`src/reflet_mem_pkg.sv`:
```
// word size, sequencer states, access width and structs for registers, results and ram bus
package reflet_mem_pkg;

    localparam int word_size = 16;

    typedef logic [word_size-1:0] word_t;

    // sequencer states, one instruction in flight
    typedef enum logic [2:0] {
        update_regs       = 3'd0,
        get_instruction   = 3'd1,
        save_instruction  = 3'd2,
        compute           = 3'd3,
        addr_read_prepare = 3'd4,
        addr_write        = 3'd5,
        addr_read         = 3'd6,
        update_buff_regs  = 3'd7
    } addr_state_t;

    typedef enum logic {
        access_byte = 1'b0,
        access_word = 1'b1
    } access_size_t;

    // registers supplied by the cpu core
    typedef struct packed {
        word_t working;
        word_t pc;
        word_t sp;
        word_t other;
    } cpu_regs_t;

    // value and target register handed back to the cpu
    typedef struct packed {
        word_t      value;
        logic [3:0] reg_id;
        logic       update_pc;
    } cpu_result_t;

    // byte address, bit 0 ignored by the ram
    typedef struct packed {
        word_t addr;
        word_t data;
        logic  write_en;
    } ram_req_t;

endpackage

```
`src/reflet_isa_pkg.sv`:
```
// instruction codes, operand codes, register ids and decode functions
package reflet_isa_pkg;

    // complete one-byte instructions
    localparam logic [7:0] inst_tbm  = 8'h07;
    localparam logic [7:0] inst_push = 8'h09;
    localparam logic [7:0] inst_pop  = 8'h0A;
    localparam logic [7:0] inst_ret  = 8'h0B;
    localparam logic [7:0] inst_call = 8'h0C;

    // operand in the upper nibble
    // the lower nibble names the register
    localparam logic [3:0] opp_str  = 4'hD;
    localparam logic [3:0] opp_load = 4'hE;

    // register ids reported back to the cpu
    localparam logic [3:0] wr_id = 4'd0;
    localparam logic [3:0] pc_id = 4'd3;

    // upper nibble of an instruction
    function automatic logic [3:0] opperand_of(input logic [7:0] inst);
        return inst[7:4];
    endfunction

    // accesses relative to the stack pointer
    function automatic logic is_stack_op(input logic [7:0] inst);
        logic hit;
        hit = (inst == inst_push) || (inst == inst_pop) ||
              (inst == inst_call) || (inst == inst_ret);
        return hit;
    endfunction

    // instructions that fetch a data word from ram
    function automatic logic is_mem_read(input logic [7:0] inst);
        logic hit;
        hit = (inst == inst_pop) || (inst == inst_ret) ||
              (opperand_of(inst) == opp_load);
        return hit;
    endfunction

    // instructions that store into ram
    function automatic logic is_mem_write(input logic [7:0] inst);
        logic hit;
        hit = (inst == inst_push) || (inst == inst_call) ||
              (opperand_of(inst) == opp_str);
        return hit;
    endfunction

    // instructions whose result is the working register
    function automatic logic keeps_working(input logic [7:0] inst);
        logic hit;
        hit = (inst == inst_push) || (inst == inst_call) ||
              (inst == inst_tbm) || (opperand_of(inst) == opp_str);
        return hit;
    endfunction

endpackage
```
`src/reflet_mem_unit.sv`:
```
// memory access unit top joining the sequencer and the alignment fixer
`timescale 1ns/1ns

module reflet_mem_unit (
    input  logic                        clk,
    input  logic                        reset,
    input  logic                        enable,
    input  reflet_mem_pkg::cpu_regs_t   regs,
    input  logic [1:0]                  reduced_behaviour_bits,
    input  reflet_mem_pkg::word_t       data_in,
    output reflet_mem_pkg::ram_req_t    ram_req,
    output reflet_mem_pkg::cpu_result_t result,
    output logic [7:0]                  instruction,
    output logic                        ram_not_ready,
    output logic                        byte_mode,
    output logic                        alignement_error
);
    import reflet_mem_pkg::*;

    ram_req_t     cpu_req;
    access_size_t size;
    logic         cpu_active;
    word_t        fix_data;
    logic         fix_ready;

    reflet_addr i_reflet_addr (
        .clk                    (clk),
        .reset                  (reset),
        .enable                 (enable),
        .regs                   (regs),
        .reduced_behaviour_bits (reduced_behaviour_bits),
        .fix_ready              (fix_ready),
        .fix_data               (fix_data),
        .instruction            (instruction),
        .cpu_req                (cpu_req),
        .size                   (size),
        .cpu_active             (cpu_active),
        .result                 (result),
        .ram_not_ready          (ram_not_ready),
        .byte_mode              (byte_mode)
    );

    reflet_alignement_fixer i_reflet_alignement_fixer (
        .clk              (clk),
        .reset            (reset),
        .cpu_req          (cpu_req),
        .size             (size),
        .cpu_active       (cpu_active),
        .cpu_data         (fix_data),
        .ready            (fix_ready),
        .alignement_error (alignement_error),
        .ram_req          (ram_req),
        .data_in          (data_in)
    );

endmodule

```
`src/reflet_alignement_fixer.sv`:
```
// byte lane selection, byte read-modify-write and misalignment check
`timescale 1ns/1ns

module reflet_alignement_fixer (
    input  logic                         clk,
    input  logic                         reset,
    input  reflet_mem_pkg::ram_req_t     cpu_req,
    input  reflet_mem_pkg::access_size_t size,
    input  logic                         cpu_active,
    output reflet_mem_pkg::word_t        cpu_data,
    output logic                         ready,
    output logic                         alignement_error,
    output reflet_mem_pkg::ram_req_t     ram_req,
    input  reflet_mem_pkg::word_t        data_in
);
    import reflet_mem_pkg::*;

    logic       odd_addr;
    logic       misaligned;
    logic       byte_write;
    logic       insert_read;
    logic       rmw_pending;
    logic       lane_r;
    logic       byte_r;
    logic       error_r;
    logic [7:0] lane_byte;
    word_t      merged_word;

    assign odd_addr = cpu_req.addr[0];

    // word access on an odd byte address
    assign misaligned       = cpu_active && (size == access_word) && odd_addr;
    assign alignement_error = misaligned;

    // no byte mask on the ram, so a byte write reads the word first
    assign byte_write  = cpu_active && cpu_req.write_en && (size == access_byte);
    assign insert_read = byte_write && !rmw_pending;
    assign ready       = !insert_read;

    always_ff @(posedge clk) begin
        if (!reset) begin
            rmw_pending <= 1'b0;
            error_r     <= 1'b0;
        end else begin
            rmw_pending <= insert_read;
            error_r     <= misaligned;
        end
    end

    // lane and width of the word coming back next cycle
    always_ff @(posedge clk) begin
        lane_r <= odd_addr;
        byte_r <= (size == access_byte);
    end

    // read path returns a zero-extended byte from the addressed lane
    assign lane_byte = lane_r ? data_in[word_size-1 -: 8] : data_in[7:0];

    always_comb begin
        if (error_r) begin
            cpu_data = '0;
        end else if (byte_r) begin
            cpu_data = word_t'(lane_byte);
        end else begin
            cpu_data = data_in;
        end
    end

    // new byte into its lane and the other lane from the word just read
    always_comb begin
        if (odd_addr) begin
            merged_word = {cpu_req.data[7:0], data_in[7:0]};
        end else begin
            merged_word = {data_in[word_size-1 -: 8], cpu_req.data[7:0]};
        end
    end

    assign ram_req.addr     = cpu_req.addr;
    assign ram_req.data     = byte_write ? merged_word : cpu_req.data;
    // words write at once and bytes only on the second cycle
    assign ram_req.write_en = cpu_active && cpu_req.write_en && !misaligned &&
                              ((size == access_word) || rmw_pending);

endmodule

```
`src/reflet_addr.sv`:
```
// instruction sequencer with address, write data, width and result selection
`timescale 1ns/1ns

module reflet_addr (
    input  logic                         clk,
    input  logic                         reset,
    input  logic                         enable,
    input  reflet_mem_pkg::cpu_regs_t    regs,
    input  logic [1:0]                   reduced_behaviour_bits,
    input  logic                         fix_ready,
    input  reflet_mem_pkg::word_t        fix_data,
    output logic [7:0]                   instruction,
    output reflet_mem_pkg::ram_req_t     cpu_req,
    output reflet_mem_pkg::access_size_t size,
    output logic                         cpu_active,
    output reflet_mem_pkg::cpu_result_t  result,
    output logic                         ram_not_ready,
    output logic                         byte_mode
);
    import reflet_isa_pkg::*;
    import reflet_mem_pkg::*;

    addr_state_t  state;
    word_t        read_data;
    logic         advance;
    logic [3:0]   opperand;
    logic [7:0]   next_instruction;
    logic         data_access;
    word_t        data_addr;
    word_t        write_data;
    access_size_t data_size;

    // only back-pressure in the unit
    assign advance = enable && fix_ready;

    assign opperand         = opperand_of(instruction);
    assign next_instruction = fix_data[7:0];

    // data address held through both read states so a stall keeps data_in valid
    assign data_access = (state == addr_read_prepare) || (state == addr_read) ||
                         (state == addr_write);

    always_comb begin
        if (instruction == inst_pop || instruction == inst_ret) begin
            // stack pointer already moved by the cpu
            data_addr = regs.sp - word_t'(word_size / 8);
        end else if (instruction == inst_push || instruction == inst_call) begin
            data_addr = regs.sp;
        end else if (opperand == opp_str || opperand == opp_load) begin
            data_addr = regs.other;
        end else begin
            data_addr = regs.pc;
        end
    end

    always_comb begin
        if (instruction == inst_call) begin
            write_data = regs.pc;
        end else if (instruction == inst_push || opperand == opp_str) begin
            write_data = regs.working;
        end else begin
            write_data = '0;
        end
    end

    // stack accesses are always full words
    always_comb begin
        if (is_stack_op(instruction)) begin
            data_size = access_word;
        end else if (byte_mode || reduced_behaviour_bits[1]) begin
            data_size = access_byte;
        end else begin
            data_size = access_word;
        end
    end

    // fetch and idle states present pc as a byte
    assign cpu_req.addr     = data_access ? data_addr : regs.pc;
    assign cpu_req.data     = write_data;
    assign cpu_req.write_en = (state == addr_write);
    assign size             = data_access ? data_size : access_byte;
    assign cpu_active       = (state != update_regs);

    always_comb begin
        if (is_mem_read(instruction)) begin
            // ret skips past the call it came from
            result.value = (instruction == inst_ret) ? read_data + 1'b1 : read_data;
        end else if (keeps_working(instruction)) begin
            result.value = regs.working;
        end else begin
            result.value = '0;
        end
    end

    assign result.reg_id    = (instruction == inst_ret || instruction == inst_call) ?
                              pc_id : wr_id;
    assign result.update_pc = (state == update_buff_regs);
    assign ram_not_ready    = (state != update_regs);

    always_ff @(posedge clk) begin
        if (!reset) begin
            state       <= get_instruction;
            instruction <= '0;
            byte_mode   <= 1'b0;
        end else if (advance) begin
            case (state)
                update_regs: begin
                    if (instruction == inst_tbm) begin
                        byte_mode <= !byte_mode;
                    end
                    state <= get_instruction;
                end
                get_instruction: begin
                    state <= save_instruction;
                end
                save_instruction: begin
                    instruction <= next_instruction;
                    if (is_mem_read(next_instruction)) begin
                        state <= addr_read_prepare;
                    end else if (is_mem_write(next_instruction)) begin
                        state <= addr_write;
                    end else begin
                        state <= compute;
                    end
                end
                addr_read_prepare: begin
                    state <= addr_read;
                end
                compute, addr_write, addr_read: begin
                    state <= update_buff_regs;
                end
                default: begin
                    state <= update_regs;
                end
            endcase
        end
    end

    // read word captured as it returns from the fixer
    always_ff @(posedge clk) begin
        if (advance && state == addr_read) begin
            read_data <= fix_data;
        end
    end

endmodule

```
`config.mk`:
```
export PLATFORM = sky130hd
export DESIGN_NAME = reflet_mem_unit
export DESIGN_NICKNAME = d
export VERILOG_FILES = /design/src/reflet_mem_pkg.sv /design/src/reflet_isa_pkg.sv /design/src/reflet_mem_unit.sv /design/src/reflet_alignement_fixer.sv /design/src/reflet_addr.sv
export SDC_FILE = /design/constraint.sdc
export NUM_CORES = 1
export LEC_CHECK = 0
export BUFFER_PORTS_ARGS = -buffer_cell sky130_fd_sc_hd__buf_2
export CAP_MARGIN = 30
export CORE_UTILIZATION = 50
export CTS_CLUSTER_DIAMETER = 200
export DETAILED_ROUTE_END_ITERATION = 7
export PLACE_DENSITY = 0.82
export SETUP_SLACK_MARGIN = 0.2
export SLEW_MARGIN = 40
export SYNTH_ARGS = -nofsm -noshare
export SYNTH_HDL_FRONTEND = slang
export SYNTH_SLANG_ARGS = --single-unit
```
`constraint.sdc`:
```
create_clock -name clk -period 3.1 [get_ports clk]
set_input_delay 0.62 -clock clk [delete_from_list [all_inputs] [get_ports clk]]
set_output_delay 0.62 -clock clk [all_outputs]
set_load 0.05 [all_outputs]
```
==> results of run 1 <==
==> sequential cells by signal, summed over array words and instances (netlist names) <==
signal                                 flops
i_reflet_alignement_fixer.error_r          1
i_reflet_alignement_fixer.rmw_pending      1
i_reflet_addr.instruction                  8
i_reflet_addr.read_data                   16
i_reflet_addr.state                        3
i_reflet_addr.byte_mode                    1
i_reflet_alignement_fixer.byte_r           1
i_reflet_alignement_fixer.lane_r           1
==> cells by family after synthesis <==
family          after synthesis  synth area share [%]
compound gates              136                  26.1
xor+xnor                     20                  4.72
fa+ha+maj                     2                 0.674
buf+inv                      53                  7.85
flops                        32                  21.6
mux                          30                  9.27
other cells                   1                 0.101
simple gates                197                  29.7
==> per-layer routing <==
| metal | GRT usage (%) | part of all wire (%) |
|---|---|---|
| met1 | 47.4 | 34 |
| met2 | 64.8 | 46 |
| met3 | 8.86 | 12 |
| met4 | 19.9 | 7.6 |
| met5 | 0 | 0 |
==> metrics by stage <==
| stage | instances | setup WS [ns] | setup TNS, ns | area [µm²] | total power, mW |
|---|---|---|---|---|---|
| after floorplan | 472 | -0.00133 | -0.00133 | 3960 | 0.780 |
| after global placement | 712 | -0.169 | -0.521 | 4820 | 0.927 |
| after detailed placement | 712 | -0.206 | -0.685 | 4820 | 0.934 |
| after CTS | 751 | -0.0785 | -0.0984 | 5690 | 1.36 |
| after global routing | 762 | -0.210 | -0.978 | 6040 | 1.45 |
| final | 762 | -0.110 | -0.243 | 6040 | 1.41 |
==> area by class of cell <==
| cell class | count | area, µm² |
|---|---|---|
| antenna | 1 | 2.50 |
| tap | 99 | 124 |
| clock inverter | 1 | 5.00 |
| clock buffer | 7 | 97.6 |
| sequential | 32 | 831 |
| fill | 394 | 1180 |
| inverter | 15 | 63.8 |
| multi-input combinational | 389 | 3290 |
| timing repair buffer | 218 | 1630 |
==> power by group through the flow <==
stage / registers, mW / clock network [mW] / logic [mW]
after floorplan: 0.483 / 0 / 0.298
after global placement: 0.492 / 0 / 0.435
after detailed placement: 0.492 / 0 / 0.441
after CTS: 0.480 / 0.367 / 0.513
after global routing: 0.483 / 0.384 / 0.586
final: 0.481 / 0.365 / 0.560
==> synth_stat cells (all sizes together) (4+ instances only) <==
master,number
a211o,9
inv,14
and4,6
nor3,25
mux2,11
edfxtp,16
o2bb2ai,15
o21ai,27
o22a,5
nand3,23
xor2,6
clkbuf,15
nor4b,9
buf,23
nor3b,4
nor2,32
or4,4
a21oi,34
a211oi,9
mux2i,19
nand4,8
and2,19
o22ai,4
dfxtp,16
nand2,38
nor4,10
xnor2,14
==> path summary, 6_finish.rpt <==
check,startpoint,to,slack [ns],depth (start not counted)
min,i_reflet_alignement_fixer.rmw_pending$_SDFF_PN0_,i_reflet_alignement_fixer.rmw_pending$_SDFF_PN0_,0.48,1
min reg2reg,i_reflet_alignement_fixer.rmw_pending$_SDFF_PN0_,i_reflet_alignement_fixer.rmw_pending$_SDFF_PN0_,0.48,1
max,regs[18],ram_req[32],-0.11,10
max reg2reg,i_reflet_addr.instruction[7]$_SDFFE_PN0P_,i_reflet_addr.state[1]$_SDFFE_PN0P_,1.10,7
==> critical path: stages <==
cell and delay, ns:
buf_6 0.10, inv_4 0.05, ha_4 0.12, or4b_4 0.54, nor4_4 0.32, buf_4 0.17, xnor2_2 0.11, nor3_2 0.06
a211o_2 0.33, buf_8 0.16
==> repair_timing <==
item	in CTS	in global routing
cloned	2	0
pin swaps	21	19
endpoints found under the setup margin	50	46
buffers inserted	29	10
gates resized for setup	131	75
==> out/qor.txt, run 1 <==
CTS Hold Bufs - 0
cts bufs inserted - 5
final period utilization - 104%
Vias - 5154
antenna-violating nets left - 0
NetSw - 531 µW
sequential share of the synthesized area - 21.6%
Chip Width - 88.2 µm
status - finished with violations
CP Launch Type - primary input
critical path peak fanout - 5
Critical Path End Type - output port
top cells by area, synth - edfxtp_1 (13%), dfxtp_1 (8.6%), mux2i_1 (5.1%), a21oi_1 (4.6%), nand2_1 (3.8%)
worst skew pair latency - 0.29 ns
crit path time final - 3.21 ns
maxcap violations - 0
clock network fraction of total power - 25.9%
clk_skew - 0.00888 ns
CTS tree - yes
CP required - 2.48 ns
Main synth FF type - edfxtp_1
worst slew pin tran - 0.848 ns
LEAKAGE - 2.53 nW
area of the mapped netlist - 3710 µm²
TritonRoute pass-1 iters - 6
Synth Warn # - 0
largest net degree at the start of global routing - 17
fin nets - 748
DRC - 0
HP Class - reg2reg
std cell rows - 31
Synth Instances - 471
Starting Density - 51.5%
arrival time of the worst setup path - 2.59 ns
sw frac - 37.8%
initial antenna violation count - 1
Combinational Power Share - 39.8%
Routed WL per cell - 22.8 µm
most common cell after layout, fill and taps aside - buf_2
EDFF count, synth - 16
CTS clock-pin slew for the worst setup and hold paths - 0.07 ns
failing checks - negative setup slack
Synth Register Bits - 32
pwr/cell area - 233 nW/µm²
Final Hold Fails - 0
I/O Buffers - 146
top-level port count - 150
vias in the first global route - 4642
cell taking the most area after synthesis - edfxtp_1
RePlAce Congestion - 0.960
CTS sink cnt - 32
critical path class - in2out
Clock Tree Buf Depth - 2
die height - 88.2 µm
relative slew slack - 43.2%
die area - 7780 µm²
share of layout cells above drive strength 1 - 53.3%
gr usage total - 39.1%
Post-DP HPWL - 10600 µm
Netlist cell types - 75
via/cell ratio - 6.76
Hold WS - 0.480 ns
setup ws final - -0.110 ns
Final Max Tran Viols - 0
DRT iter0 DRCs - 761
core area - 7210 µm²
Yosys top cell area share - 12.9%
fmax - 311 MHz
fraction of registers with async set/reset - 0%
gr ovfl total - 0
H-tree levels - 2
RSZ-0062 raised after global routing - yes
first-pass GRT wire length - 23100 µm
internal power - 874 µW
Seq pwr share - 34.2%
Final setup viols - 4
Worst VDD drop - 0.000212 V
fin util - 83.7%
WL final - 17400 µm
Syn Area/Cell - 7.88 µm²
most frequent cells in the layout - buf_2 (99), buf_4 (71), nand2_1 (37)
CTS root buffer - clkbuf_8
area grow syn2layout - 62.6%
No activity file was read; power rests on OpenSTA's default activity.
==> inputs of run 2 (changes only) <==
--- a/config.mk
+++ b/config.mk
@@ -10,7 +10,7 @@
 export CORE_UTILIZATION = 50
 export CTS_CLUSTER_DIAMETER = 200
 export DETAILED_ROUTE_END_ITERATION = 7
-export PLACE_DENSITY = 0.82
+export PLACE_DENSITY = 0.9
 export SETUP_SLACK_MARGIN = 0.2
 export SLEW_MARGIN = 40
 export SYNTH_ARGS = -nofsm -noshare
==> run 2 against run 1 <==
Sequential power is essentially flat. Combinational power rose by 14%. Highest routed layer unchanged. Critical path type is now reg2out. The run ends with design-rule violations, negative setup slack left. Critical endpoint is now result[15]. First-iteration DRC count rose by 70%. Design area increased by 6.8%. Power rose by 11%.
==> out/qor.txt, run 2 (synthesized netlist as in run 1, its figures left out) <==
antenna-violating nets left - 0
Final Max Tran Viols - 0
Combinational Power Share - 41.2%
R2R depth - 6
arrival time of the worst setup path - 2.71 ns
worst skew pair latency - 0.30 ns
first-pass GRT wire length - 24300 µm
internal power - 936 µW
CTS root buffer - clkbuf_8
HP Start - i_reflet_alignement_fixer.rmw_pending$_SDFF_PN0_
gr usage total - 41.3%
pwr/cell area - 241 nW/µm²
NetSw - 617 µW
final period utilization - 108%
Hold Path End - i_reflet_alignement_fixer.rmw_pending$_SDFF_PN0_
maxcap violations - 0
fin util - 89.4%
Critical Path End Type - output port
Worst VDD drop - 0.000338 V
DRT iter0 DRCs - 1291
Routed WL per cell - 30.1 µm
gr ovfl total - 0
CP required - 2.48 ns
Hold WS - 0.533 ns
H-tree levels - 2
critical path peak fanout - 7
slowest cell delay on critical path - 0.55 ns
Clock Tree Buf Depth - 2
CP Launch Point - i_reflet_addr.read_data[4]$_DFFE_PP_
die area - 7780 µm²
CTS sink cnt - 32
CTS Hold Bufs - 0
worst-path cell chain - and4_1 -> nand3_2 -> nor4_4 -> xnor2_1 -> o2bb2ai_2 -> buf_6
fill count - 268
fmax - 300 MHz
Post-DP HPWL - 10800 µm
vias in the first global route - 4682
CTS tree - yes
sw frac - 39.8%
I/O Buffers - 146
worst path bufs/invs - 1
TritonRoute pass-1 iters - 8
Largest register FFs - 16
Vias - 6007
Chip Width - 88.2 µm
die height - 88.2 µm
top-level port count - 150
crit path time final - 3.33 ns
Final setup viols - 31
Starting Density - 51.5%
via/cell ratio - 7.79
cts bufs inserted - 5
worst slew pin tran - 0.937 ns
CP Launch Type - flip-flop
FF-to-FF setup slack - 0.88 ns
initial antenna violation count - 1
Fin Setup TNS - -2.88 ns
worst r2r src - i_reflet_addr.instruction[1]$_SDFFE_PN0P_
RSZ-0062 raised after global routing - yes
most frequent cells in the layout - buf_2 (93), buf_4 (58), buf_6 (47)
largest net degree at the start of global routing - 17
HP Class - reg2reg
clk_skew - 0.0117 ns
Final Hold Fails - 0
core area - 7210 µm²
CTS clock-pin slew for the worst setup and hold paths - 0.07 ns
Design Power - 1.55 mW
DRC - 124
Critical-path top delay cell - and4_1
Seq pwr share - 31.1%
std cell rows - 31
cell family with most CP delay - simple AND/OR/NAND/NOR gates
LEAKAGE - 2.68 nW
clock network fraction of total power - 27.7%
RePlAce Congestion - 0.954
share of layout cells above drive strength 1 - 57.1%
WL final - 23200 µm
setup ws final - -0.235 ns
relative slew slack - 37.2%
area grow syn2layout - 73.7%
most common cell after layout, fill and taps aside - buf_2
r2r endpoint - i_reflet_addr.state[1]$_SDFFE_PN0P_
fin nets - 757
critical path class - reg2out
hold path cells - 1
failing checks - design-rule violations, negative setup slack
Top Registers - i_reflet_addr.read_data (16), i_reflet_addr.instruction (8), i_reflet_addr.state (3)
status - finished with violations
Biggest register - i_reflet_addr.read_data
run 2: timing repair:
action                                  CTS  global route
resized for setup                       138           153
pin swaps                                27            25
setup buffers                            22            20
endpoints found under the hold margin     0             0
cloned                                    4             3
endpoints found under the setup margin   45            51
run 2: power by group through the flow:
stage | combinational, mW | sequential, mW | clock [mW]
finish | 0.640 | 0.483 | 0.430
global route | 0.650 | 0.484 | 0.445
CTS | 0.518 | 0.477 | 0.409
detailed placement | 0.445 | 0.492 | 0
global placement | 0.434 | 0.491 | 0
floorplan | 0.298 | 0.483 | 0
run 2: worst max-delay path by stage:
stage	endpoint	slack (ns)	cells after the start
2_1_floorplan	ram_req[31]	-0.001	5
3_3_place_gp	ram_req[31]	-0.19	7
3_5_place_dp	ram_req[31]	-0.22	7
4_1_cts	ram_req[30]	-0.08	8
5_1_grt	ram_req[16]	-0.34	10
6_report	result[15]	-0.23	6
run 2: per-stage QoR:
stage          worst slack, ns  cells  cell area [µm²]
2_1_floorplan         -0.00133    472             3960
3_3_place_gp            -0.188    713             4830
3_5_place_dp            -0.223    713             4830
4_1_cts                -0.0758    747             5670
5_1_grt                 -0.345    771             6450
6_report                -0.235    771             6450
run 2: worst register-to-register path, delay by kind of cell, from the launching register on:
family / cells / cell delay, ns
AND/OR/NAND/NOR: 2 / 0.60
buffers and inverters: 1 / 0.16
AO/OA/AOI/OAI: 3 / 1.04
flip-flops: 1 / 0.38
run 2: cell type report:
cell class              count  area, µm²  area share, %
multi-input cells         391       3470           53.8
repair buffers            225       1840           28.6
flip-flops and latches     32        828           12.8
well taps                  99        124           1.92
clock buffers               8        121           1.88
inverters                  15       58.8          0.912
diodes                      1       2.50         0.0388
run 2: metal layers:
metal / share of wire [%] / vias up / global-route usage, %
met5: 0 / - / 0
met4: 12 / 0 / 21.3
met2: 41 / 813 / 69.2
met1: 30 / 2641 / 49.6
li1: - / 2204 / -
met3: 17 / 349 / 9.14
==> inputs of run 3 (changes only) <==
--- a/config.mk
+++ b/config.mk
@@ -15,4 +15,5 @@
 export SLEW_MARGIN = 40
 export SYNTH_ARGS = -nofsm -noshare
 export SYNTH_HDL_FRONTEND = slang
+export SYNTH_HIERARCHICAL = 1
 export SYNTH_SLANG_ARGS = --single-unit
==> run 3 against run 2 <==
The flow finishes with violations (negative setup slack). Design area is 4.2% lower. Combinational power is 10% lower. Global-route usage is 4.3 points higher. Flip-flop and latch count stayed put. Register-to-register slack worse by 0.94 ns. Die area is 0.86% lower. Maximum frequency is 3.6% lower. Worst setup slack worse by 0.13 ns. Via count is 9.9% lower.
==> out/qor.txt, run 3 <==
status - finished with violations
failing checks - negative setup slack
critical path class - reg2out
die area - 7710 µm²
RSZ-0062 raised after global routing - yes
gr usage total - 45.6%
H-tree levels - 2
Final Non-Filler Cells - 725
sw frac - 39.3%
post-route cell area - 6180 µm²
die height - 87.8 µm
placed insts - 677
CTS root buffer - clkbuf_8
crit path time final - 3.46 ns
most common cell after layout, fill and taps aside - buf_2
Clock Tree Buf Depth - 2
Final setup viols - 42
clock network fraction of total power - 24.6%
Synth Register Bits - 32
top-level port count - 150
DRT iter0 DRCs - 904
I/O Buffers - 146
most frequent cells in the layout - buf_2 (94), buf_4 (54), buf_6 (50)
Fin Setup TNS - -6.69 ns
pre-CTS setup slack - -0.138 ns
Ant. Diodes - 0
arrival time of the worst setup path - 2.84 ns
std cell rows - 30
internal power - 847 µW
Final Hold Fails - 0
FF-to-FF setup slack - -0.06 ns
worst slew pin tran - 0.714 ns
TritonRoute pass-1 iters - 8
Chip Width - 87.8 µm
EDFF count, synth - 16
LEAKAGE - 2.61 nW
Largest register FFs - 16
CTS Hold Bufs - 0
area of the mapped netlist - 3680 µm²
Seq pwr share - 34.2%
placed standard-cell area - 4730 µm²
setup ws final - -0.360 ns
fraction of registers with async set/reset - 0%
most frequent cell after synthesis - nand2_1
Main synth FF type - edfxtp_1
area grow syn2layout - 67.9%
clk_skew - 0.0142 ns
CP required - 2.48 ns
cts bufs inserted - 5
Combinational Power Share - 41.2%
fmax - 289 MHz
Starting Density - 53.0%
gr ovfl total - 0
CP Launch Point - i_reflet_addr/instruction[6]$_SDFFE_PN0P_
Hold WS - 0.563 ns
WL final - 21700 µm
Synth Warn # - 6
antenna-violating nets left - 0
DRC - 0
NetSw - 549 µW
worst skew pair latency - 0.30 ns
vias in the first global route - 4861
Vias - 5413
worst r2r src - i_reflet_addr/instruction[6]$_SDFFE_PN0P_
Syn Area/Cell - 8.18 µm²
RePlAce Congestion - 1.06
Netlist cell types - 62
r2r endpoint - i_reflet_addr/instruction[1]$_SDFFE_PN0P_
Biggest register - i_reflet_addr/read_data
fin nets - 715
Routed WL per cell - 29.9 µm
sequential share of the synthesized area - 21.8%
commonest cells in the netlist - nand2_1 (40), o21ai_0 (25), clkbuf_1 (23)
largest net degree at the start of global routing - 18
CTS sink cnt - 32
maxcap violations - 0
HP Class - reg2reg
pwr/cell area - 226 nW/µm²
relative slew slack - 51.9%
CP Launch Type - flip-flop
Post-DP HPWL - 10500 µm
core area - 6940 µm²
via/cell ratio - 7.47
crit path capture - ram_req[11]
Worst VDD drop - 0.000268 V
first-pass GRT wire length - 25900 µm
final period utilization - 112%
share of layout cells above drive strength 1 - 58.8%
Yosys top cell area share - 13.1%
initial antenna violation count - 1
CTS tree - yes
R2R depth - 11
critical path peak fanout - 7
Final Max Tran Viols - 0
Synth Instances - 450
cell taking the most area after synthesis - edfxtp_1
CTS clock-pin slew for the worst setup and hold paths - 0.07 ns
Top Registers - i_reflet_addr/read_data (16), i_reflet_addr/instruction (8), i_reflet_addr/state (3)
Critical Path End Type - output port
top cells by area, synth - edfxtp_1 (13%), dfxtp_1 (8.7%), mux2_2 (5.5%), xor2_1 (5.0%), buf_4 (4.3%)
run 3: changes by cell type in the layout (fill, tap and decap cells not counted), sizes merged, moves of 7 or more:
cell	previous run	this run
a22o	0	17
a21oi	34	18
mux2	11	26
xor2	6	21
nor2	32	18
o2bb2ai	15	2
nor3	25	16
xnor2	14	5
a211o	9	1
nor4b	9	1
nor2b	3	10
run 3: area by class of cell:
cell class              instances  area, µm²
multi-input cells             360       3300
inverters                       9       33.8
repair buffers                220       1810
clock inverters                 2       10.0
fillers                       272        762
well taps                      96        120
clock buffers                   6       82.6
flip-flops and latches         32        823
run 3: per-layer routing:
metal  up-vias  global-route usage (%)  share of wire (%)
met5         -                       0               0.58
met4         6                    34.3                 11
met3       266                    17.3                 16
met2       669                    76.5                 42
met1      2462                    46.0                 30
li1       2010                       -                  -
run 3: cell families (layout without fill, tap and decap cells):
| logic type | count (synthesis) | after routing | share of synthesized area [%] |
|---|---|---|---|
| DFF | 32 | 32 | 21.8 |
| AOI/OAI and AO/OA | 113 | 113 | 21.4 |
| adders and majority gates | 2 | 2 | 0.680 |
| buffers and inverters | 60 | 237 | 9.01 |
| and+or+nand+nor | 175 | 176 | 28.0 |
| muxes | 41 | 41 | 12.8 |
| xor gates and xnor gates | 26 | 26 | 6.19 |
| other | 1 | 2 | 0.102 |
run 3: stage by stage:
step	utilization, %	total power [mW]
after floorplan	-	0.774
after global placement	68.1	0.886
after detailed placement	68.1	0.897
after CTS	83.2	1.29
after global routing	89.0	1.42
final	89.0	1.40
run 3: how the worst min path moves through the flow:
stage                                                           startpoint                                               end  cells after the start
after floorplan           i_reflet_alignement_fixer/rmw_pending$_SDFF_PN0_  i_reflet_alignement_fixer/rmw_pending$_SDFF_PN0_                      1
after global placement    i_reflet_alignement_fixer/rmw_pending$_SDFF_PN0_  i_reflet_alignement_fixer/rmw_pending$_SDFF_PN0_                      1
after detailed placement  i_reflet_alignement_fixer/rmw_pending$_SDFF_PN0_  i_reflet_alignement_fixer/rmw_pending$_SDFF_PN0_                      1
after CTS                 i_reflet_alignement_fixer/rmw_pending$_SDFF_PN0_  i_reflet_alignement_fixer/rmw_pending$_SDFF_PN0_                      1
after global routing      i_reflet_alignement_fixer/rmw_pending$_SDFF_PN0_  i_reflet_alignement_fixer/rmw_pending$_SDFF_PN0_                      1
final                     i_reflet_alignement_fixer/rmw_pending$_SDFF_PN0_  i_reflet_alignement_fixer/rmw_pending$_SDFF_PN0_                      1
run 3: power groups by stage:
stage	Clock (mW)	Combinational, mW	Sequential, mW
after floorplan	0	0.300	0.473
after global placement	0	0.406	0.480
after detailed placement	0	0.415	0.482
after CTS	0.330	0.487	0.472
after global routing	0.361	0.582	0.478
final	0.344	0.575	0.477
run 3: what timing repair did:
item / in CTS / in global routing
cloned: 2 / 1
buffers inserted: 24 / 13
pin swaps: 28 / 22
endpoints found under the setup margin: 72 / 76
gates resized for setup: 174 / 77
run 3: critical path, cell delays in order, from the launching register on:
cell and delay (ns):
dfxtp_4 0.36, nor4_4 0.30, buf_4 0.16, buf_4 0.17, and4_1 0.26, inv_1 0.10
o21ai_0 0.58, mux2_4 0.32, mux2_4 0.16, buf_6 0.15
